===== src/verilog/dumpPkg.sv =====
package dumpPkg;

    typedef logic [12:0] bitAddr_t;   // 8k x 1 page buffer, write side
    typedef logic [9:0]  byteAddr_t;  // 1k x 8, read side
    typedef logic [11:0] pageNum_t;   // bubble page number
    typedef logic [6:0]  textAddr_t;  // message rom
    typedef logic [7:0]  asciiChar_t;

    // title strings held in msgRom
    localparam textAddr_t bootTitleAddr = 7'd0;  // "BOOT PAGE "
    localparam int        bootTitleLen  = 10;
    localparam textAddr_t userTitleAddr = 7'd16; // "USER PAGE "
    localparam int        userTitleLen  = 10;

    // per-character steps of the transmitter
    // data goes onto ADBUS before the TXE wait, so nWr drops straight out of stWait
    typedef enum logic [2:0] {
        stIdle,    // no dump running
        stFetch,   // rom or page buffer read cycle
        stPlace,   // character latched onto the data lines
        stWait,    // hold here until TXE low and fifo path enabled
        stStrobe,  // nWr low, first cycle
        stHold,    // nWr low, second cycle
        stRelease  // nWr back high, step the counters
    } txState_e;

endpackage


===== src/verilog/msgRom.sv =====
module msgRom (
    input  logic                MCLK,
    input  logic                rdEn,
    input  dumpPkg::textAddr_t  addr,
    output dumpPkg::asciiChar_t data
);

    dumpPkg::asciiChar_t romChar;

    always_comb begin
        case (addr)
            dumpPkg::bootTitleAddr + 7'd0: romChar = "B";
            dumpPkg::bootTitleAddr + 7'd1: romChar = "O";
            dumpPkg::bootTitleAddr + 7'd2: romChar = "O";
            dumpPkg::bootTitleAddr + 7'd3: romChar = "T";
            dumpPkg::bootTitleAddr + 7'd4: romChar = " ";
            dumpPkg::bootTitleAddr + 7'd5: romChar = "P";
            dumpPkg::bootTitleAddr + 7'd6: romChar = "A";
            dumpPkg::bootTitleAddr + 7'd7: romChar = "G";
            dumpPkg::bootTitleAddr + 7'd8: romChar = "E";
            dumpPkg::bootTitleAddr + 7'd9: romChar = " ";  // gap before page number
            dumpPkg::userTitleAddr + 7'd0: romChar = "U";
            dumpPkg::userTitleAddr + 7'd1: romChar = "S";
            dumpPkg::userTitleAddr + 7'd2: romChar = "E";
            dumpPkg::userTitleAddr + 7'd3: romChar = "R";
            dumpPkg::userTitleAddr + 7'd4: romChar = " ";
            dumpPkg::userTitleAddr + 7'd5: romChar = "P";
            dumpPkg::userTitleAddr + 7'd6: romChar = "A";
            dumpPkg::userTitleAddr + 7'd7: romChar = "G";
            dumpPkg::userTitleAddr + 7'd8: romChar = "E";
            dumpPkg::userTitleAddr + 7'd9: romChar = " ";
            default:                       romChar = " ";  // unused slots read as space
        endcase
    end

    // registered read, same latency as the page buffer
    always_ff @(posedge MCLK) begin
        if (rdEn) begin
            data <= romChar;
        end
    end

endmodule


===== config.mk =====
export PLATFORM = sky130hd
export DESIGN_NAME = msgRom
export DESIGN_NICKNAME = d
export VERILOG_FILES = /design/src/verilog/dumpPkg.sv /design/src/verilog/msgRom.sv
export SDC_FILE = /design/constraint.sdc
export NUM_CORES = 1
export LEC_CHECK = 0
export BUFFER_PORTS_ARGS = -buffer_cell sky130_fd_sc_hd__buf_2
export CAP_MARGIN = 25
export CORE_AREA = 10 10 47 49
export CTS_BUF_LIST = sky130_fd_sc_hd__clkbuf_16
export DETAILED_ROUTE_END_ITERATION = 12
export DIE_AREA = 0 0 57 59
export GPL_TIMING_DRIVEN = 0
export HOLD_SLACK_MARGIN = 0.08
export PLACE_DENSITY = 0.58
export SETUP_SLACK_MARGIN = 0.1
export SYNTH_ARGS = -nofsm -noshare
export SYNTH_HDL_FRONTEND = slang
export SYNTH_SLANG_ARGS = --single-unit

===== constraint.sdc =====
create_clock -name MCLK -period 1.2 [get_ports MCLK]
set_input_delay 0.18 -clock MCLK [delete_from_list [all_inputs] [get_ports MCLK]]
set_output_delay 0.18 -clock MCLK [all_outputs]
set_load 0.005 [all_outputs]

# Word-level counts from Yosys, hierarchy flattened

Memory sizes are Yosys's and may differ from the RTL's. A register that Yosys moved wholly into a read port is not among the register bits.
Index checks and enable logic that the tools add are counted.

Reduce and logical (&&, ||, !) cells: 2

Operators by type and width:

| cell             | count |
|---|---|
| $logic_not A2 Y1 | 1 |
| $logic_not A1 Y1 | 1 |

Bits of input ports: 9
Memories: 1
Memory bits (read-only): 224
Logic and storage cells: 4
Register bits after elaboration: 8
Output and inout bits: 8

Memories:

| memory           | depth | bits a word | read ports | clocked after memory_dff | write ports | line         | text |
|---|---|---|---|---|---|---|---|
| (name not given) | 32    | 7           | 1          | 1                        | 0           | msgRom.sv:11 | `case (addr)` |

# Longest topological paths before layout

Gate-level depths: netlist of the first run.

Depth in word-level cells: 2
Gate-level depth with buffers: 5
Mapped depth without buffers: 5

# Worst setup path before layout of the first run

No wires, ideal clock.

Kind: in2reg
From: input addr[0]
To: register data[2], data pin
Setup slack: -0.062 ns
Cell stages on the path: 4
Library setup time: 0.257 ns
Required time: 0.943 ns
Path buffers: 0
Data arrival time: 1.005 ns
Cell sequence: inv_1 -> ha_1 -> or4b_1 -> o2111a_1

RTL lines:

| element         | line        | text |
|---|---|---|
| start, declared | msgRom.sv:4 | `input dumpPkg::textAddr_t addr,` |
| end, declared   | msgRom.sv:5 | `output dumpPkg::asciiChar_t data` |

==> results of run 1 <==
[final timing paths]
path / startpoint / end / slack, ns / cells after the start
worst max-delay path: addr[1] / data[2]$_SDFFCE_PP0P_ / 0.14 / 5
worst min-delay path: addr[6] / data[0]$_SDFFCE_PP0P_ / 0.27 / 2
[logic make-up (layout without fill, tap and decap cells)]
logic type	count (synthesis)	count (layout)	synth area share (%)
buffers and inverters	6	26	6.03
multiplexers	1	1	2.19
adder cells (fa/ha/maj)	5	5	13.7
AND/OR/NAND/NOR	13	13	17.3
flip-flops	7	7	46.0
other	1	1	0.821
AO/OA/AOI/OAI	9	9	14.0
[stage by stage]
stage               util (%)  total power [uW]  instances  setup TNS, ns  hold slack, ns
floorplan                  -               349         42              0           0.292
global placement        41.5               405         73         -0.450           0.502
detailed placement      41.5               405         73         -0.361           0.504
CTS                     48.6               972         78              0           0.265
global route            49.4              1010         78              0           0.273
finish                  49.4               966         78              0           0.266
[power by group through the flow]
stage | Clock [uW] | Sequential, uW | Combinational, uW
floorplan | 0 | 299 | 50.6
global placement | 0 | 294 | 111
global route | 578 | 292 | 139
CTS | 564 | 291 | 117
detailed placement | 0 | 295 | 110
finish | 555 | 291 | 120
[routing by layer]
metal  track usage [%]  vias up  wire length [um]
met5                 0        -                 0
met4              5.03        0                30
met3              4.51        3               160
met2              8.84       19               360
met1              6.23      146               374
li1                  -      193                 -
[synth_stat cells (all sizes together)]
| master | n | area, um^2 |
|---|---|---|
| inv | 4 | 15.0 |
| or4b | 1 | 10.0 |
| a211oi | 2 | 15.0 |
| o21ai | 2 | 10.0 |
| o2111a | 1 | 11.3 |
| a211o | 1 | 8.76 |
| nand3b | 2 | 15.0 |
| nor2 | 4 | 15.0 |
| or3 | 1 | 11.3 |
| conb | 1 | 3.75 |
| nor3b | 1 | 7.51 |
| buf | 2 | 12.5 |
| nor2b | 2 | 12.5 |
| ha | 5 | 62.6 |
| mux2i | 1 | 10.0 |
| edfxtp | 7 | 210 |
| nand2 | 2 | 7.51 |
| a311oi | 1 | 8.76 |
| a21oi | 2 | 10.0 |
[cell type report]
| type | instances | share of cell area (%) |
|---|---|---|
| clock inverters | 1 | 0.542 |
| clock buffers | 3 | 10.8 |
| repair buffers | 16 | 15.0 |
| well taps | 16 | 2.89 |
| plain buffers | 2 | 1.81 |
| multi-input cells | 29 | 33.8 |
| flip-flops and latches | 7 | 30.4 |
| inverters | 4 | 4.70 |
[what timing repair did]
item | in CTS | in global routing
buffers inserted | 1 | 0
gates cloned | 0 | 0
gates resized for setup | 4 | 3
hold endpoints to repair | 0 | 0
pin swaps | 1 | 1
setup endpoints to repair | 2 | 2
==> metrics.log, run 1 <==
[metrics] outcome: finished, final reports clean
[metrics] drt via density: approximately 4.6
[metrics] data arrival time at the worst-slack endpoint: about 1.0 ns
[metrics] number of storage elements in the synthesis netlist: 7
[metrics] class of the tightest hold or removal check: in2reg
[metrics] ratio of cells with drive above 1 in the final layout: approximately two fifths
[metrics] share of power burned in the clock network: 57.5%
[metrics] number of flip-flops under the largest register name: 7
[metrics] most common cell after layout, fill and taps aside: sky130_fd_sc_hd__buf_2
[metrics] pre-CTS setup slack: -0.206 ns
[metrics] number of nets at the end of the flow: 77
[metrics] fillers: between 100 and 150
[metrics] CP Data Required Time: 1.18 ns
[metrics] count of vias placed by the detailed router: 361
[metrics] cell type group with the largest total delay on the critical path: simple AND/OR/NAND/NOR gates
[metrics] setup repair after global routing missed its margin: false
[metrics] f_max: 0.940 GHz
[metrics] area used by multi-input combinational logic: 234 um^2
[metrics] buffers and inverters on the worst path: 2
[metrics] yosys warns: 0
[metrics] switching part of the total power: 19.2%
[metrics] diode insertion count for antenna repair: 0
[metrics] area growth from synthesis to layout: 51.5%
[metrics] global-route wire length before repair: 1640 um
[metrics] peak per-stage delay on the critical path: 0.43 ns
[metrics] clock buffer count from CTS: 3
[metrics] IO buf count: 15
[metrics] cell chain of the critical path: buf_12 > inv_12 > ha_4 > or4b_1 > o2111a_1
[metrics] 1st-iter DRT viols: 5
[metrics] cell count after synthesis: 42
[metrics] share of power burned in combinational logic: 12.4%
[metrics] CTS HTree Levels: 1
[metrics] PwrDens: 1400 nW/um^2
[metrics] core box area: around 1400 um^2
[metrics] commonest non-fill, non-tap cells in the layout: 14 x sky130_fd_sc_hd__buf_2, 7 x sky130_fd_sc_hd__edfxtp_1, 4 x sky130_fd_sc_hd__nor2_1, 4 x sky130_fd_sc_hd__ha_1
[metrics] Clk Tree Root Cell: sky130_fd_sc_hd__clkbuf_16
[metrics] cell with the biggest individual delay on the critical path: sky130_fd_sc_hd__or4b_1
[metrics] hold violation count in the final report: 0
[metrics] leading registers by flop count: data: 7 flops
[metrics] Detail Route Antenna Nets: 0
[metrics] worst-path fanout max: 5
[metrics] mean post-synth cell area: 10.9 um^2
[metrics] sum of routed wire length over all layers: 924 um
[metrics] total nets after synthesis: 56
[metrics] GR Overflow Total: 0
[metrics] CTS Hold Bufs: 0
[metrics] kind of start point of the critical path: input port
[metrics] WS Path Type: in2reg
[metrics] die boundary height: 59 um
[metrics] max-slew violation count: 0
[metrics] standard-cell rows: 14
[metrics] clock sinks: 7
[metrics] cell area after synthesis: 457 um^2
[metrics] design area: ~700 um^2
[metrics] initial cell density of the core: 32.6%
[metrics] net load switching power: roughly 180 uW
[metrics] via count of the first global-routing pass: roughly 370
[metrics] number of I/O pins: 17
[metrics] Setup crit end kind: register
[metrics] width of the die: 57 um
[metrics] placed cell areas: 582 um^2
[metrics] router iterations before antenna repair: 3
[metrics] Seq/Total Area, Yosys: approximately 46%
[metrics] clock transition at the registers of the reported paths: 0.04 ns
[metrics] RD Place Congestion: 0.714
[metrics] Register Area: 210 um^2
[metrics] internal power: 781 uW
[metrics] final worst path period share: 88.6%
[metrics] static leakage power: ~0.00030 uW
[metrics] Max rail drop VDD: approximately 560 uV
[metrics] maximum number of pins on one net before global-route repair: 11
[metrics] CTS tree: yes
[metrics] sequential power share: 30.1%
[metrics] Avg WL per Cell: approximately 12 um
[metrics] Biggest register: data
[metrics] worst-case setup margin in the final layout: 0.136 ns
[metrics] GRT Total Usage: 6.29%
[metrics] remaining design rule violation count: 0
[metrics] Total Die Area: 3360 um^2
[metrics] distinct cell type count of the synthesized netlist: 20
[metrics] minimum clock period: roughly 1.1 ns
[metrics] clock tree buffer depth: 2
[metrics] detailed placer's ending HPWL: approximately 720 um
[metrics] maxcap violations: 0
[metrics] initial antenna violation count: 0
[metrics] total setup violations reported at the end of the flow: 0
Power figures use the tool's default switching activity.
==> run 2, diff against run 1 <==
Settings changed: PLACE_DENSITY 0.58 to 0.56.
Clock period 1.2 ns to 1 ns, I/O delays scaled along.
==> run 2 against run 1 <==
Effect of this change:
- the run now ends with setup timing left
- global-route usage is 0.12 points higher
- routed wire length increased by 14%
- final cell count grew 5.1%
- setup slack worse by 0.17 ns
- sequential cell count unchanged
- via count up 8.9%
- final area increased by 13%
- critical path type unchanged
- largest power group unchanged
==> metrics.log, run 2 (synthesized netlist as in run 1, its figures left out) <==
[metrics] minimum clock period: 1.03 ns
[metrics] hold_sp: addr[6]
[metrics] share of power burned in the clock network: 54.9% (-2.6 points)
[metrics] f_max: 0.969 GHz
[metrics] number of stages on the worst hold path: 2 (unchanged)
[metrics] pre-CTS setup slack: -0.385 ns (-0.179 ns)
[metrics] drt via density: 4.79 (+3.6%)
[metrics] sum of met2 wire segment lengths after detailed routing: 545 um (+51%)
[metrics] maxcap violations: 0 (unchanged)
[metrics] most common cell after layout, fill and taps aside: sky130_fd_sc_hd__buf_2
[metrics] initial antenna violation count: 0 (unchanged)
[metrics] class of the tightest hold or removal check: in2reg
[metrics] CTS Hold Bufs: 0 (unchanged)
[metrics] total setup violations reported at the end of the flow: 1 (+1)
[metrics] Total Die Area: 3360 um^2 (unchanged)
[metrics] setup repair after global routing missed its margin: true
[metrics] initial cell density of the core: 32.6% (unchanged)
[metrics] ratio of cells with drive above 1 in the final layout: 56.1% (+14 points)
[metrics] switching part of the total power: 18.9% (-0.20 points)
[metrics] CP Data Required Time: 0.98 ns (-0.20 ns)
[metrics] via count of the first global-routing pass: 399 (+7.3%)
[metrics] worst-path fanout max: 2 (-3)
[metrics] cell with the biggest individual delay on the critical path: sky130_fd_sc_hd__or4b_1
[metrics] number of standard cells in the final layout excluding fillers: 82 (+5.1%)
[metrics] width of the die: 57 um (unchanged)
[metrics] sum of routed wire length over all layers: 1050 um (+14%)
[metrics] met1 routed wirelength after detailed routing: 394 um (+5.3%)
[metrics] data arrival time at the worst-slack endpoint: 1.01 ns (-0.03 ns)
[metrics] violated checks: setup timing
[metrics] clock sinks: 7 (unchanged)
[metrics] internal power: 963 uW (+23%)
[metrics] CTS HTree Levels: 1 (unchanged)
[metrics] count of vias placed by the detailed router: 393 (+8.9%)
[metrics] cell chain of the critical path: buf_12 > inv_12 > ha_4 > or4b_1 > o2111a_1
[metrics] static leakage power: 0.000331 uW (+11%)
[metrics] detailed placer's ending HPWL: 779 um (+7.5%)
[metrics] GR Overflow Total: 0 (unchanged)
[metrics] Max rail drop VDD: 656 uV (+17%)
[metrics] PwrDens: 1520 nW/um^2 (+9.0%)
[metrics] number of nets at the end of the flow: 81 (+5.2%)
[metrics] GRT Total Usage: 6.41% (+0.12 points)
[metrics] Setup crit end kind: register
[metrics] Avg WL per Cell: 12.8 um (+8.3%)
[metrics] number of flip-flops under the largest register name: 7 (unchanged)
[metrics] 1st-iter DRT viols: 11 (+6)
[metrics] clock tree buffer depth: 2 (unchanged)
[metrics] tightest hold margin: 0.241 ns (-0.0244 ns)
[metrics] maximum number of pins on one net before global-route repair: 11 (unchanged)
[metrics] core box area: 1400 um^2 (unchanged)
[metrics] global-route wire length before repair: 1680 um (+2.9%)
[metrics] number of cells in the design after placement: 73 (unchanged)
[metrics] router iterations before antenna repair: 4 (+1)
[metrics] diode insertion count for antenna repair: 0 (unchanged)
[metrics] remaining design rule violation count: 0 (unchanged)
[metrics] buffers and inverters on the worst path: 2 (unchanged)
[metrics] Detail Route Antenna Nets: 0 (unchanged)
[metrics] standard-cell rows: 14 (unchanged)
[metrics] post-route total power: 1190 uW (+23%)
[metrics] clock buffer count from CTS: 3 (unchanged)
[metrics] cell type group with the largest total delay on the critical path: simple AND/OR/NAND/NOR gates
[metrics] final worst path period share: 103%
[metrics] CTS tree: yes
[metrics] max-slew violation count: 0 (unchanged)
[metrics] worst-case setup margin in the final layout: -0.0323 ns (-0.169 ns)
[metrics] sequential power share: 29.5% (-0.6 points)
[metrics] RD Place Congestion: 0.753 (+5.5%)
[metrics] Biggest register: data
[metrics] commonest non-fill, non-tap cells in the layout: 14 x sky130_fd_sc_hd__buf_2, 7 x sky130_fd_sc_hd__edfxtp_1, 4 x sky130_fd_sc_hd__buf_4
[metrics] leading registers by flop count: data: 7 flops
[metrics] routed length on met3: 112 um (-30%)
[metrics] clock transition at the registers of the reported paths: 0.03 ns (about the same)
[metrics] net load switching power: 225 uW (+22%)
[metrics] peak per-stage delay on the critical path: 0.43 ns (about the same)
[metrics] DR top layer: met3
[metrics] Hold Crit Endpoint: data[0]$_SDFFCE_PP0P_
[metrics] WS Path Type: in2reg
[metrics] Clk Tree Root Cell: sky130_fd_sc_hd__clkbuf_16
[metrics] die boundary height: 59 um (unchanged)
[metrics] number of I/O pins: 17 (unchanged)
[metrics] hold violation count in the final report: 0 (unchanged)
[metrics] share of power burned in combinational logic: 15.6% (+3.2 points)
[metrics] kind of start point of the critical path: input port
[metrics] area growth from synthesis to layout: 71.0%
[metrics] outcome: finished with violations
[metrics] IO buf count: 15 (unchanged)
[run 2: stage by stage]
| stage | TNS (ns) | area [um^2] | utilization (%) |
|---|---|---|---|
| final | -0.0323 | 781 | 55.7 |
| after global routing | -0.0574 | 781 | 55.7 |
| after CTS | -0.0260 | 748 | 53.4 |
| after detailed placement | -1.25 | 589 | 42.1 |
| after global placement | -1.28 | 589 | 42.1 |
| after floorplan | -0.127 | 494 | - |
[run 2: worst max path at each step]
stage	start	end	slack [ns]	depth (start not counted)
5_1_grt	addr[1]	data[2]$_SDFFCE_PP0P_	-0.06	5
6_report	addr[1]	data[2]$_SDFFCE_PP0P_	-0.03	5
3_3_place_gp	addr[1]	data[2]$_SDFFCE_PP0P_	-0.40	5
3_5_place_dp	addr[1]	data[2]$_SDFFCE_PP0P_	-0.39	5
4_1_cts	addr[0]	data[2]$_SDFFCE_PP0P_	-0.03	5
2_1_floorplan	addr[1]	data[2]$_SDFFCE_PP0P_	-0.13	4
[run 2: what timing repair did]
action,in CTS,in global routing
endpoints found under the hold margin,0,0
setup endpoints to repair,5,4
buffers inserted,4,2
pin swaps,4,4
gates resized for setup,9,7
[run 2: routing by layer]
| metal | GRT usage [%] | vias to the layer above |
|---|---|---|
| met4 | 5.03 | 0 |
| met3 | 3.65 | 0 |
| li1 | - | 198 |
| met2 | 10.4 | 16 |
| met5 | 0 | - |
| met1 | 5.85 | 179 |
[run 2: power by group through the flow]
stage	Combinational [uW]	Clock [uW]	Sequential, uW
floorplan	65.7	0	359
global placement	140	0	354
detailed placement	140	0	354
CTS	171	663	350
global route	204	688	352
finish	185	652	350
[run 2: final cells by class]
| cell class | count | area, um^2 |
|---|---|---|
| Clock buffer | 3 | 75.1 |
| Fill cell | 139 | 621 |
| Timing Repair Buffer | 20 | 154 |
| Tap cell | 16 | 20.0 |
| Buffer | 2 | 12.5 |
| Multi-Input combinational cell | 29 | 273 |
| Inverter | 4 | 32.5 |
| Clock inverter | 1 | 3.75 |
| Sequential cell | 7 | 210 |
