[src/verilog/dumpPkg.sv]
package dumpPkg;

    typedef logic [12:0] bitAddr_t;   // 8k x 1 page buffer, write side
    typedef logic [9:0]  byteAddr_t;  // 1k x 8, read side
    typedef logic [11:0] pageNum_t;   // bubble page number
    typedef logic [6:0]  textAddr_t;  // message rom
    typedef logic [7:0]  asciiChar_t;

    // title strings held in msgRom
    localparam textAddr_t bootTitleAddr = 7'd0;  // "BOOT PAGE "
    localparam int        bootTitleLen  = 10;
    localparam textAddr_t userTitleAddr = 7'd16; // "USER PAGE "
    localparam int        userTitleLen  = 10;

    // per-character steps of the transmitter
    // data goes onto ADBUS before the TXE wait, so nWr drops straight out of stWait
    typedef enum logic [2:0] {
        stIdle,    // no dump running
        stFetch,   // rom or page buffer read cycle
        stPlace,   // character latched onto the data lines
        stWait,    // hold here until TXE low and fifo path enabled
        stStrobe,  // nWr low, first cycle
        stHold,    // nWr low, second cycle
        stRelease  // nWr back high, step the counters
    } txState_e;

endpackage

[src/verilog/usbBusPkg.sv]
package usbBusPkg;

    // bus owner as seen on {PWRSTAT, nMPSSEON}
    typedef enum logic [1:0] {
        modeIllegal = 2'b00, // mpsse asked for while fifo still owns the pins
        modeFifo    = 2'b01, // stable fifo
        modeMpsse   = 2'b10, // stable mpsse, host talks to the flash
        modeStandby = 2'b11  // host has not reconfigured the chip yet
    } busMode_e;

    // ACBUS[1:0], msb first so a plain cast of the pins lines up
    typedef struct packed {
        logic nTxe; // ACBUS1, low = tx fifo has room
        logic nRxf; // ACBUS0, host data waiting (not read here)
    } ft245Status_t;

    // ACBUS[4:2]
    typedef struct packed {
        logic nSiwu; // ACBUS4
        logic nWr;   // ACBUS3, chip takes the byte on the rising edge
        logic nRd;   // ACBUS2
    } ft245Ctrl_t;

    typedef logic [7:0] fifoByte_t; // ADBUS data word

endpackage
[src/verilog/fifoTransmitter.sv]
module fifoTransmitter #(
    parameter int pageBytes = 64  // data bytes per dump, 1..1024
) (
    input  logic                    MCLK,
    input  logic                    reset,
    input  logic                    fifoEnable,
    input  usbBusPkg::ft245Status_t txStatus,
    input  logic                    nFIFOSENDBOOT,
    input  logic                    nFIFOSENDUSER,
    input  dumpPkg::pageNum_t       FIFOCURRPAGE,
    input  dumpPkg::asciiChar_t     romData,
    input  usbBusPkg::fifoByte_t    bufData,
    output logic                    romEn,
    output dumpPkg::textAddr_t      romAddr,
    output logic                    bufEn,
    output dumpPkg::byteAddr_t      bufAddr,
    output usbBusPkg::fifoByte_t    txData,
    output usbBusPkg::ft245Ctrl_t   txCtrl,
    output logic                    busy
);

    // which part of the line is going out
    typedef enum logic [2:0] {
        phTitle,  // rom string
        phPage,   // 3 hex digits
        phSep,    // ": "
        phData,   // 2 hex digits per byte
        phEol     // CR LF
    } txPhase_e;

    dumpPkg::txState_e   state;
    dumpPkg::txState_e   stateNext;
    txPhase_e            phase;
    logic [11:0]         loopCnt;    // chars left in this phase
    dumpPkg::pageNum_t   pageLatch;
    logic                nibbleHi;   // high nibble of bufData goes next
    logic                nWr;
    logic                bootPrev;
    logic                userPrev;
    logic                bootFall;
    logic                userFall;
    logic                userReq;
    logic                startReq;
    logic                txReady;
    logic                lastChar;
    logic [3:0]          pageNibble;
    dumpPkg::asciiChar_t nextChar;

    function automatic dumpPkg::asciiChar_t hexAscii(input logic [3:0] nib);
        if (nib < 4'd10) begin
            return 8'h30 + {4'h0, nib};  // '0'..'9'
        end
        return 8'h37 + {4'h0, nib};      // 'A'..'F'
    endfunction

    // request edges, boot wins a tie
    assign bootFall = bootPrev && !nFIFOSENDBOOT;
    assign userFall = userPrev && !nFIFOSENDUSER;
    assign userReq  = userFall && !bootFall;
    assign startReq = (bootFall || userFall) && fifoEnable;

    assign txReady  = !txStatus.nTxe && fifoEnable;
    assign lastChar = (phase == phEol) && (loopCnt == 12'd1);

    assign romEn = (state == dumpPkg::stFetch) && (phase == phTitle);
    assign bufEn = (state == dumpPkg::stFetch) && (phase == phData);

    always_comb begin
        case (loopCnt[1:0])
            2'd3:    pageNibble = pageLatch[11:8];  // high digit first
            2'd2:    pageNibble = pageLatch[7:4];
            default: pageNibble = pageLatch[3:0];
        endcase
    end

    // character for the current slot, rom/buffer data valid in stPlace
    always_comb begin
        case (phase)
            phTitle: nextChar = romData;
            phPage:  nextChar = hexAscii(pageNibble);
            phSep:   nextChar = (loopCnt == 12'd2) ? ":" : " ";
            phData:  nextChar = hexAscii(nibbleHi ? bufData[7:4] : bufData[3:0]);
            default: nextChar = (loopCnt == 12'd2) ? 8'h0d : 8'h0a;
        endcase
    end

    always_comb begin
        stateNext = state;
        case (state)
            dumpPkg::stIdle:    if (startReq) stateNext = dumpPkg::stFetch;
            dumpPkg::stFetch:   stateNext = dumpPkg::stPlace;
            dumpPkg::stPlace:   stateNext = dumpPkg::stWait;
            dumpPkg::stWait:    if (txReady) stateNext = dumpPkg::stStrobe; // back-pressure
            dumpPkg::stStrobe:  stateNext = dumpPkg::stHold;
            dumpPkg::stHold:    stateNext = dumpPkg::stRelease;
            dumpPkg::stRelease: stateNext = lastChar ? dumpPkg::stIdle : dumpPkg::stFetch;
            default:            stateNext = dumpPkg::stIdle;
        endcase
    end

    // control side
    always_ff @(posedge MCLK) begin
        if (reset) begin
            state    <= dumpPkg::stIdle;
            phase    <= phTitle;
            loopCnt  <= '0;
            busy     <= 1'b0;
            nWr      <= 1'b1;
            txData   <= '0;
            bootPrev <= 1'b1;
            userPrev <= 1'b1;
        end else begin
            state    <= stateNext;
            nWr      <= !(stateNext == dumpPkg::stStrobe || stateNext == dumpPkg::stHold);
            bootPrev <= nFIFOSENDBOOT;
            userPrev <= nFIFOSENDUSER;
            if (state == dumpPkg::stPlace) begin
                txData <= nextChar;
            end
            case (state)
                dumpPkg::stIdle: begin
                    if (startReq) begin
                        phase   <= phTitle;
                        loopCnt <= userReq ? 12'(dumpPkg::userTitleLen)
                                           : 12'(dumpPkg::bootTitleLen);
                        busy    <= 1'b1;
                    end
                end
                dumpPkg::stRelease: begin
                    if (loopCnt == 12'd1) begin
                        case (phase)   // next phase and its length
                            phTitle: begin
                                phase   <= phPage;
                                loopCnt <= 12'd3;
                            end
                            phPage: begin
                                phase   <= phSep;
                                loopCnt <= 12'd2;
                            end
                            phSep: begin
                                phase   <= phData;
                                loopCnt <= 12'(2 * pageBytes);
                            end
                            phData: begin
                                phase   <= phEol;
                                loopCnt <= 12'd2;
                            end
                            default: busy <= 1'b0;  // LF out, dump done
                        endcase
                    end else begin
                        loopCnt <= loopCnt - 12'd1;
                    end
                end
                default: ;
            endcase
        end
    end

    // address / payload side
    always_ff @(posedge MCLK) begin
        if (state == dumpPkg::stIdle && startReq) begin
            pageLatch <= FIFOCURRPAGE;
            romAddr   <= userReq ? dumpPkg::userTitleAddr : dumpPkg::bootTitleAddr;
        end
        if (state == dumpPkg::stRelease) begin
            romAddr <= romAddr + 7'd1;  // only read in the title phase
            if (phase == phSep) begin
                bufAddr  <= '0;         // byte 0 first
                nibbleHi <= 1'b1;
            end else if (phase == phData) begin
                nibbleHi <= !nibbleHi;
                if (!nibbleHi) begin
                    bufAddr <= bufAddr + 10'd1;  // low nibble done, next byte
                end
            end
        end
    end

    // no host reads, no send-immediate
    always_comb begin
        txCtrl     = '1;
        txCtrl.nWr = nWr;
    end

    nWrFromWait: assert property (@(posedge MCLK) disable iff (reset)
        $fell(nWr) |-> $past(state) == dumpPkg::stWait && !$past(txStatus.nTxe)
                       && $past(fifoEnable))
        else $error("nWr fell without a TXE grant");

    idleNotBusy: assert property (@(posedge MCLK) disable iff (reset)
        state == dumpPkg::stIdle |-> !busy)
        else $error("busy high while transmitter idle");

endmodule

[config.mk]
export PLATFORM = sky130hd
export DESIGN_NAME = fifoTransmitter
export DESIGN_NICKNAME = d
export VERILOG_FILES = /design/src/verilog/dumpPkg.sv /design/src/verilog/usbBusPkg.sv /design/src/verilog/fifoTransmitter.sv
export SDC_FILE = /design/constraint.sdc
export NUM_CORES = 1
export LEC_CHECK = 0
export BUFFER_PORTS_ARGS = -buffer_cell sky130_fd_sc_hd__buf_2
export CORE_ASPECT_RATIO = 1.25
export CORE_UTILIZATION = 43
export CTS_CLUSTER_SIZE = 14
export DETAILED_ROUTE_END_ITERATION = 16
export HOLD_SLACK_MARGIN = 0.05
export PLACE_DENSITY = 0.79
export SYNTH_ARGS = -nofsm -noshare
export SYNTH_HDL_FRONTEND = slang
export SYNTH_SLANG_ARGS = --single-unit
[constraint.sdc]
create_clock -name MCLK -period 2.1 [get_ports MCLK]
set_input_delay 0.21 -clock MCLK [delete_from_list [all_inputs] [get_ports MCLK]]
set_output_delay 0.21 -clock MCLK [all_outputs]
set_load 0.005 [all_outputs]
# ---- Word-level counts from Yosys, hierarchy flattened
# Index checks and enable logic that the tools add are counted.
dict set report op_classes {
  eq_ne 22
  addsub 7
  n_reduce_logical 29
  mux 35
  magnitude_cmp 2
}
# cell count
set op_table {}
lappend op_table {{$pmux 12 s3} 1}
lappend op_table {{$mux 8} 4}
lappend op_table {{$pmux 8 s4} 1}
lappend op_table {{$add 6x4->7 const A} 4}
lappend op_table {{$mux 12} 2}
lappend op_table {{$pmux 12 s2} 1}
lappend op_table {{$pmux 3 s7} 1}
lappend op_table {{$mux 10} 2}
lappend op_table {{$eq 3x3->1 const B} 6}
lappend op_table {{$mux 3} 5}
lappend op_table {{$mux 7} 2}
lappend op_table {{$eq 12x1->1 const B} 1}
lappend op_table {{$eq 12x2->1 const B} 1}
lappend op_table {{$eq 3x2->1 const B} 4}
lappend op_table {{$pmux 3 s4} 1}
lappend op_table {{$sub 12x1->12 const B} 1}
lappend op_table {{$add 10x1->10 const B} 1}
lappend op_table {{$mux 5} 2}
lappend op_table {{$logic_and 1x1->1} 9}
lappend op_table {{$mux 1} 9}
lappend op_table {{$lt 4x4->1 const B} 2}
lappend op_table {{$pmux 4 s2} 1}
lappend op_table {{$reduce_and 4->1} 2}
lappend op_table {{$add 7x1->7 const B} 1}
lappend op_table {{other kinds (17)} 31}
dict set report totals {
  reg_bits 60
  output_inout_bits 31
  input_bits 35
}

# ---- Depth between registers and ports, before layout
# Gate-level depths: netlist of the first run.
dict set report depth {
  word_depth 9
  ltp_mapped 8
  mapped_depth_nobuf 7
}

# ---- Worst setup path after synthesis of the first run
# No wires, ideal clock.
dict set report synth_path {
  path_kind {reg-to-reg}
  start {register state[0]}
  end {register loopCnt[5]}
  path_stages_with_launch 9
  path_buffers 2
  t_arrival_ns 2.015
  setup_slack_ns 0.013
  path_cell_list {dfxtp_1 -> buf_2 -> nor4b_2 -> o21ai_2 -> inv_1 -> o22ai_1 -> clkbuf_1 -> or4_1 -> a21oi_1}
}
dict set report synth_via {
  elab_chain_len 3
  elab_cells_between_ends 7
  cone_classes {eq/ne: 3; mux: 1; reduce/logical: 3}
}
# item line
set synth_lines {}
lappend synth_lines {{from (decl)} fifoTransmitter.sv:31} ;# dumpPkg::txState_e state;
lappend synth_lines {{from (signal assigned)} fifoTransmitter.sv:104} ;# state <= dumpPkg::stIdle;
lappend synth_lines {{from (signal assigned)} fifoTransmitter.sv:113} ;# state <= stateNext;
lappend synth_lines {{$eq 3x3->1 or $logic_not 3->1 (tied branches)} fifoTransmitter.sv:120} ;# case (state)
lappend synth_lines {{$ne 5x4->1 (no line) (tied with other cells)} n/a}
lappend synth_lines {{$reduce_and 3->1 (no line)} n/a}
lappend synth_lines {{to (signal assigned)} fifoTransmitter.sv:124} ;# loopCnt <= userReq ? 12'(dumpPkg::userTitleLen)
lappend synth_lines {{to (signal assigned)} fifoTransmitter.sv:142} ;# loopCnt <= 12'(2 * pageBytes);
lappend synth_lines {{to (signal assigned)} fifoTransmitter.sv:151} ;# loopCnt <= loopCnt - 12'd1;
lappend synth_lines {{to (decl)} fifoTransmitter.sv:34} ;# logic [11:0] loopCnt;
# Several ways; a longest one is shown, not always the timed one.
# A chain may end at the register's enable or synchronous reset.

# ---- Worst setup path in the final report of the first run
dict set report layout_path {
  start {register loopCnt[4]}
  end {register loopCnt[10]}
}
dict set report layout_via {
  elab_chain_len 3
  elab_cells_between_ends 6
  cone_classes {add/sub: 1; eq/ne: 2; mux: 2; reduce/logical: 1}
}
# item line
set layout_lines {}
lappend layout_lines {{$sub 12x1->12 or $eq 12x1->1 (tied branches)} {fifoTransmitter.sv:151, fifoTransmitter.sv:130}}
lappend layout_lines {{$mux 12 or $ne 5x4->1 (tied branches)} n/a}
lappend layout_lines {{$pmux 12 s2 or $reduce_and 3->1 (tied branches)} n/a}
# Several ways; a longest one is shown, not always the timed one.

==> results of run 1 <==
final timing paths:
check	startpoint	endpoint	slack [ns]	cells past startpoint
worst max register to register	loopCnt[4]	loopCnt[10]	0.1	4
worst min-delay path	nFIFOSENDBOOT	bootPrev	0.08	2
worst max-delay path	loopCnt[4]	loopCnt[10]	0.1	4
worst min register to register	txData[7]	txData[7]	0.46	2
area by class of cell:
class	count	share of cell area [%]
Clock buffer	9	3.03
Multi-Input combinational cell	255	40.3
Inverter	9	0.826
Tap cell	92	2.81
Clock inverter	7	1.32
Sequential cell	60	36.7
Timing Repair Buffer	98	14.9
metal layers:
layer | up-vias | GRT usage (%) | wire length [um]
li1 | 1474 | - | -
met1 | 1420 | 24.6 | 3330
met2 | 102 | 34.5 | 3760
met3 | 21 | 5.00 | 422
met4 | 0 | 10.3 | 212
met5 | - | 0 | 0
cells by family (layout without fill, tap and decap cells):
group | count (synthesis) | count (layout) | synth area share [%]
other | 1 | 2 | 0.116
and+or+nand+nor | 135 | 135 | 22.8
xor gates and xnor gates | 12 | 12 | 3.24
muxes | 7 | 7 | 2.24
adders and majority gates | 7 | 7 | 2.70
DFF | 60 | 60 | 46.3
buffers and inverters | 30 | 123 | 3.94
AOI/OAI and AO/OA | 92 | 92 | 18.7
critical path, stage by stage, from the launching register on:
cell and delay [ns]:
dfxtp_1 0.35, or4_4 0.59, or3_1 0.34, or4b_4 0.52, a21oi_2 0.14
registers in the layout, indices dropped and copies added, names as in the netlist:
register,cells
bootPrev,1
bufAddr,10
busy,1
loopCnt,12
nWr,1
nibbleHi,1
pageLatch,12
phase,3
romAddr,7
state,3
txData,8
userPrev,1
cells in the mapped netlist (5+ instances only):
cell type,number
edfxtp_1,30
o31ai_1,5
o21ai_0,14
ha_1,7
clkbuf_1,13
nor2b_1,5
inv_1,9
dfxtp_1,30
or3_1,11
nand2b_1,5
nand4_1,7
xnor2_1,6
nor3_1,12
a21oi_1,33
xor2_1,6
a21o_1,5
mux2i_1,5
nor2_1,31
nand3_1,10
nand2_1,23
report_power, final:
group / switching, uW / leakage [uW] / total [uW] / internal (uW)
clock: 484 / 0.0000814 / 913 / 430
combinational: 250 / 0.00100 / 476 / 226
sequential: 52.4 / 0.000498 / 1350 / 1290
through the flow:
step / cell area (um2) / util [%] / setup slack, ns / total power (uW)
detailed placement: 3730 / 50.8 / 0.0322 / 1810
global placement: 3730 / 50.8 / 0.0625 / 1800
CTS: 4020 / 54.7 / 0.0225 / 2730
global route: 4090 / 55.6 / 0.00457 / 2880
floorplan: 3250 / - / 0.0128 / 1650
finish: 4090 / 55.6 / 0.0983 / 2740
repair_timing:
item / in CTS / in global routing
buffers inserted: 0 / 3
setup endpoints to repair: 0 / 10
endpoints found under the hold margin: 11 / 1
hold buffers: 11 / 1
resized for setup: 0 / 13
==> flow_summary.yaml, run 1 <==
die:
  coreArea_mm2: 0.00736
  die_y_um: 99.1
  fp.dieW_um: 79.7
  num_rows: 35
  ios: 66
  start_util_pct: 44.1
  die_area_mm2: 0.00789
route:
  firstDrtPassIters: 4
  vias: 3017
  vias_per_cell: 5.69
  wire_per_inst_um: 14.6
  drc: 0
  drtIter0Drc: 209
  ant_nets: 0
  wl_mm: 7.72
timing:
  relSlewSlack_pct: 64.9
  setup_viol: 0
  finalCriticalPeriod_ns: 2.00
  slew_viol_final: 0
  finalCritPeriodShare_pct: 95.3
  worstMarginPinSlew_ns: 0.526
  grt_setup_unrepaired: "false"
  hold_viol: 0
  fin_setup_tns_ns: 0
  fin_skew_ns: 0.00982
  max_freq_mhz: 500
  timing.hold.ws_ns: 0.0786
clock_network:
  insertion_delay_ns: 0.34
  cts_inserted_buffers: 9
  root_buffer: "clkbuf_8"
  clockBufferDepth: 2
  htreeDepth: 3
  cts_tree: "done"
  clock_sinks: 60
  cts.clk_slew.worst_paths_ns: 0.08
logic_synthesis:
  avgSynthCellArea_um2: 9.42
  synthArstFlopShare_pct: 0
  synth.top_cell.area_share_pct: 27.8
  synth_top_area_cell: "edfxtp_1"
  ys_top_cells_by_area: "edfxtp_1 28%, dfxtp_1 19%, a21oi_1 5.1%"
  netlist_area_mm2: 0.00324
  ys_seq_area_share_pct: 46.3
  ys_types: 60
  synth-seq-cells: 60
  syn_inst: 344
  synth_ff_type: "edfxtp_1"
  synth-edff-count: 30
  yosysWarnings: 0
finish:
  final_nets: 475
  fillCellCount: 633
  syn_to_final_growth_pct: 26.2
  seq_area_mm2: 0.00150
  final_cell_mix: "62 x buf_2, 32 x a21oi_1, 31 x nor2_1"
  layout_commonest_cell: "buf_2"
  multi_input_area_mm2: 0.00165
  final_cells: 530
  num_antenna_cells: 0
  drive_above_1_share_pct: 29.5
global_route:
  grt_pass1_vias: 2887
  track_usage_pct: 20.7
  antenna_found_initial: 0
  grt_pass1_wl_mm: 12.8
  grt-ovfl-total: 0
  grt_max_degree: 20
place:
  dpl.hpwl_mm: 5.48
  gp_congestion: 0.873
  place.port_buffers: 62
  placed_cells: 499
pwr:
  max-vdd-ir-drop_uv: 296
  powerDensity_mw_per_mm2: 669
  leakagePower_uw: 0.00158
worst_setup_path:
  start_kind: "flip-flop"
  setup.worst_path.class: "reg -> reg"
  crit_fanout: 7
  end_kind: "flip-flop"
  cp.arrival_ns: 2.28
  worstPathRequired_ns: 2.38
worst_hold_path:
  min-delay-path-class: "in -> reg"
job:
  max_cap_violations: 0
status:
  status: "finished, final reports clean"
(Power assumes the default switching activity.)
==> inputs of run 2 (changes only) <==
--- a/config.mk
+++ b/config.mk
@@ -7,11 +7,12 @@
 export LEC_CHECK = 0
 export BUFFER_PORTS_ARGS = -buffer_cell sky130_fd_sc_hd__buf_2
 export CORE_ASPECT_RATIO = 1.25
-export CORE_UTILIZATION = 43
+export CORE_UTILIZATION = 45
 export CTS_CLUSTER_SIZE = 14
 export DETAILED_ROUTE_END_ITERATION = 16
 export HOLD_SLACK_MARGIN = 0.05
-export PLACE_DENSITY = 0.79
+export PLACE_DENSITY = 0.81
+export RECOVER_POWER = 25
 export SYNTH_ARGS = -nofsm -noshare
 export SYNTH_HDL_FRONTEND = slang
 export SYNTH_SLANG_ARGS = --single-unit
==> flow_summary.yaml, run 2 (same netlist as run 1, synthesis figures left out) <==
status:
  status: "finished, final reports clean"
place:
  dpl.hpwl_mm: 5.73
  place.port_buffers: 62
  pre_cts_ws_ns: 0.00154
  place_area_mm2: 0.00375
  gp_congestion: 0.936
  placed_cells: 499
route:
  wire_per_inst_um: 15.2
  vias_per_cell: 5.77
  vias: 3054
  drc: 0
  wl_mm: 8.03
  firstDrtPassIters: 4
  drtIter0Drc: 278
  ant_nets: 0
worst_setup_path:
  end_kind: "flip-flop"
  startpoint: "nibbleHi"
  r2r_slack_ns: 0.04
  start_kind: "flip-flop"
  worstPathRequired_ns: 2.31
  cp.arrival_ns: 2.27
  r2r-start: "nibbleHi"
  setup.worst_path.class: "reg -> reg"
  crit_fanout: 7
clock_network:
  clockBufferDepth: 2
  cts_tree: "done"
  insertion_delay_ns: 0.34
  htreeDepth: 3
  cts_inserted_buffers: 9
  clock_sinks: 60
  cts.clk_slew.worst_paths_ns: 0.06
  root_buffer: "clkbuf_8"
finish:
  drive_above_1_share_pct: 28.0
  num_antenna_cells: 0
  final_nets: 476
  layout_commonest_cell: "buf_2"
  final_cells: 529
  top_regs: "loopCnt (12), pageLatch (12), bufAddr (10)"
  final_cell_mix: "59 x buf_2, 32 x a21oi_1, 31 x nor2_1"
  final_core_util_pct: 58.8
  syn_to_final_growth_pct: 26.6
  fin_area_mm2: 0.00410
timing:
  fin_ws_ns: 0.0392
  hold_viol: 0
  finalCritPeriodShare_pct: 98.1
  setup_viol: 0
  fin_setup_tns_ns: 0
  fin_skew_ns: 0.00494
  worstMarginPinSlew_ns: 0.535
  slew_viol_final: 0
  relSlewSlack_pct: 64.3
  finalCriticalPeriod_ns: 2.06
  max_freq_mhz: 485
global_route:
  antenna_found_initial: 0
  grt_pass1_wl_mm: 13.1
  grt_pass1_vias: 2971
  track_usage_pct: 22.0
  grt_max_degree: 21
  grt-ovfl-total: 0
die:
  start_util_pct: 46.5
  ios: 66
  die_y_um: 96.9
  die_area_mm2: 0.00755
  coreArea_mm2: 0.00698
  fp.dieW_um: 77.9
  num_rows: 34
job:
  max_cap_violations: 0
pwr:
  powerDensity_mw_per_mm2: 686
  max-vdd-ir-drop_uv: 430
  leakagePower_uw: 0.00159
worst_hold_path:
  min-delay-path-class: "in -> reg"
  hold_path.startpoint: "nFIFOSENDBOOT"
[run 2: worst max-delay path, stage by stage (launching register included)]
cell and delay, ns:
edfxtp_1 0.50, mux2i_1 0.39, ha_1 0.26, o21ai_0 0.13, and4_1 0.24, o31ai_1 0.29
a21oi_1 0.11
[run 2: area by class of cell]
class	instances	area, um2
Fill cell	608	2870
Multi-Input combinational cell	255	1660
Sequential cell	60	1500
Timing Repair Buffer	99	614
Clock buffer	10	128
Tap cell	90	113
Clock inverter	6	55.1
Inverter	9	33.8
[run 2: final timing paths]
path | endpoint | cells after the start
worst max register to register | txData[6] | 6
worst min register to register | txData[6] | 2
worst min-delay path | bootPrev | 2
worst max-delay path | txData[6] | 6
[run 2: per-stage QoR]
step | hold WS (ns) | total power, uW
4_1_cts | 0.0704 | 2820
3_3_place_gp | 0.387 | 1810
2_1_floorplan | 0.309 | 1650
3_5_place_dp | 0.388 | 1830
5_1_grt | 0.0873 | 2940
6_report | 0.0825 | 2820
[run 2: power breakdown]
group	switching, uW	internal [uW]
sequential	56.6	1290
combinational	256	232
clock	441	535
total	753	2060
[run 2: what timing repair did]
item / CTS / global route
hold buffers: 12 / 0
setup buffers: 0 / 2
hold endpoints to repair: 12 / 0
pin swaps: 0 / 1
endpoints found under the setup margin: 3 / 10
gates resized for setup: 1 / 10
[run 2: metal layers]
layer	wire length [um]	track usage, %	up-vias
met5	0	0	-
met1	3130	24.6	1424
met2	4170	37.7	126
met3	458	4.43	34
met4	271	13.5	0
li1	-	-	1470
==> inputs of run 3 (changes only) <==
==> constraint.sdc (replaced) <==
create_clock -name MCLK -period 2.1 [get_ports MCLK]
set_input_delay 0.42 -clock MCLK [delete_from_list [all_inputs] [get_ports MCLK]]
set_output_delay 0.42 -clock MCLK [all_outputs]
set_load 0.005 [all_outputs]
==> flow_summary.yaml, run 3 (same netlist as run 1, synthesis figures left out) <==
global_route:
  grt.met3_usage_pct: 5.57
  grt_use_met2_pct: 36.7
  track_usage_pct: 21.2
  grt-ovfl-total: 0
  grt_pass1_vias: 2834
  grt_pass1_wl_mm: 12.7
  grt_use_met1_pct: 23.6
  busiest_layer: "met2"
  antenna_found_initial: 0
  grt_max_degree: 20
clock_network:
  cts_inserted_buffers: 9
  cts.clk_slew.worst_paths_ns: 0.07
  root_buffer: "clkbuf_8"
  cts_tree: "done"
  clock_sinks: 60
  insertion_delay_ns: 0.34
  htreeDepth: 3
  clockBufferDepth: 2
timing:
  timing.hold.ws_ns: 0.255
  slew_viol_final: 0
  grt_setup_unrepaired: "true"
  finalCritPeriodShare_pct: 96.6
  setup_viol: 0
  hold_viol: 0
  max_freq_mhz: 493
  fin_skew_ns: 0.00675
  finalCriticalPeriod_ns: 2.03
place:
  gp_congestion: 0.895
  dpl.hpwl_mm: 5.60
  place.port_buffers: 62
route:
  vias: 2988
  wl_mm: 7.73
  ant_nets: 0
  drtIter0Drc: 164
  wire_per_inst_um: 14.9
  vias_per_cell: 5.75
  firstDrtPassIters: 4
  drc: 0
die:
  num_rows: 34
  die_area_mm2: 0.00755
  start_util_pct: 46.5
  coreArea_mm2: 0.00698
  fp.dieW_um: 77.9
  ios: 66
  die_y_um: 96.9
finish:
  multi_input_area_mm2: 0.00163
  final_nets: 467
  fillCellCount: 612
  final_cell_mix: "59 x buf_2, 31 x nor2_1, 31 x a21oi_1"
  seq_area_mm2: 0.00151
  num_antenna_cells: 0
  layout_commonest_cell: "buf_2"
  syn_to_final_growth_pct: 22.2
  top_regs: "loopCnt (12), pageLatch (12), bufAddr (10)"
  drive_above_1_share_pct: 28.6
worst_setup_path:
  end_kind: "flip-flop"
  start_kind: "flip-flop"
  setup.worst_path.class: "reg -> reg"
  worstPathRequired_ns: 2.37
  crit_fanout: 7
  cp.arrival_ns: 2.30
pwr:
  leakagePower_uw: 0.00153
  max-vdd-ir-drop_uv: 418
  finalPower_uw: 2710
  powerDensity_mw_per_mm2: 683
status:
  status: "finished, final reports clean"
job:
  max_cap_violations: 0
worst_hold_path:
  min-delay-path-class: "in -> reg"
run 3: cell count changes in the layout (fill, tap and decap cells not counted), moves of 2 or more:
cell,before,now
nor4_2,2,0
clkbuf_1,4,6
dfxtp_2,1,4
nor4_1,1,3
dlygate4sd3_1,12,0
dfxtp_1,29,26
run 3: routing by layer:
layer / up-vias / part of all wire [%] / routed length [um]
met4: 0 / 2.8 / 220
met1: 1407 / 40 / 3080
met2: 100 / 52 / 3980
li1: 1455 / - / -
met3: 26 / 5.7 / 442
met5: - / 0 / 0
run 3: through the flow:
step / cell area (um2) / util (%) / setup TNS (ns) / std cells / setup slack, ns
after global routing: 3960 / 56.8 / -0.0177 / 520 / -0.0123
after global placement: 3750 / 53.7 / 0 / 499 / 0.0693
final: 3960 / 56.8 / 0 / 520 / 0.0711
after floorplan: 3250 / - / 0 / 345 / 0.0128
after detailed placement: 3750 / 53.7 / 0 / 499 / 0.0393
after CTS: 3920 / 56.1 / 0 / 515 / 0.0194
run 3: final timing paths:
kind / from / endpoint / slack, ns / depth (start not counted)
max: loopCnt[4] / loopCnt[10] / 0.07 / 4
min: FIFOCURRPAGE[10] / pageLatch[10] / 0.26 / 1
max reg2reg: loopCnt[4] / loopCnt[10] / 0.07 / 4
min reg2reg: txData[7] / txData[7] / 0.46 / 2
run 3: power by group:
| group | internal [uW] | leakage, uW | total [uW] | switching (uW) |
|---|---|---|---|---|
| registers | 1290 | 0.000500 | 1350 | 56.2 |
| clock network | 450 | 0.0000804 | 891 | 442 |
| logic | 216 | 0.000949 | 466 | 250 |
run 3: critical path, stage by stage (launching register included):
cell     delay [ns]
dfxtp_1        0.36
or4_4          0.59
or3_1          0.35
or4b_4         0.52
a21oi_2        0.14
run 3: final cells by class:
cell class,instances,share of cell area [%]
Tap cell,90,2.84
Clock buffer,11,3.57
Timing Repair Buffer,90,12.9
Multi-Input combinational cell,255,41.2
Inverter,9,0.853
Clock inverter,5,0.695
Sequential cell,60,38.0
run 3: what timing repair did:
action,in CTS,in global routing
hold buffers,0,0
setup endpoints to repair,0,11
buffers inserted,0,5
gates resized for setup,0,10
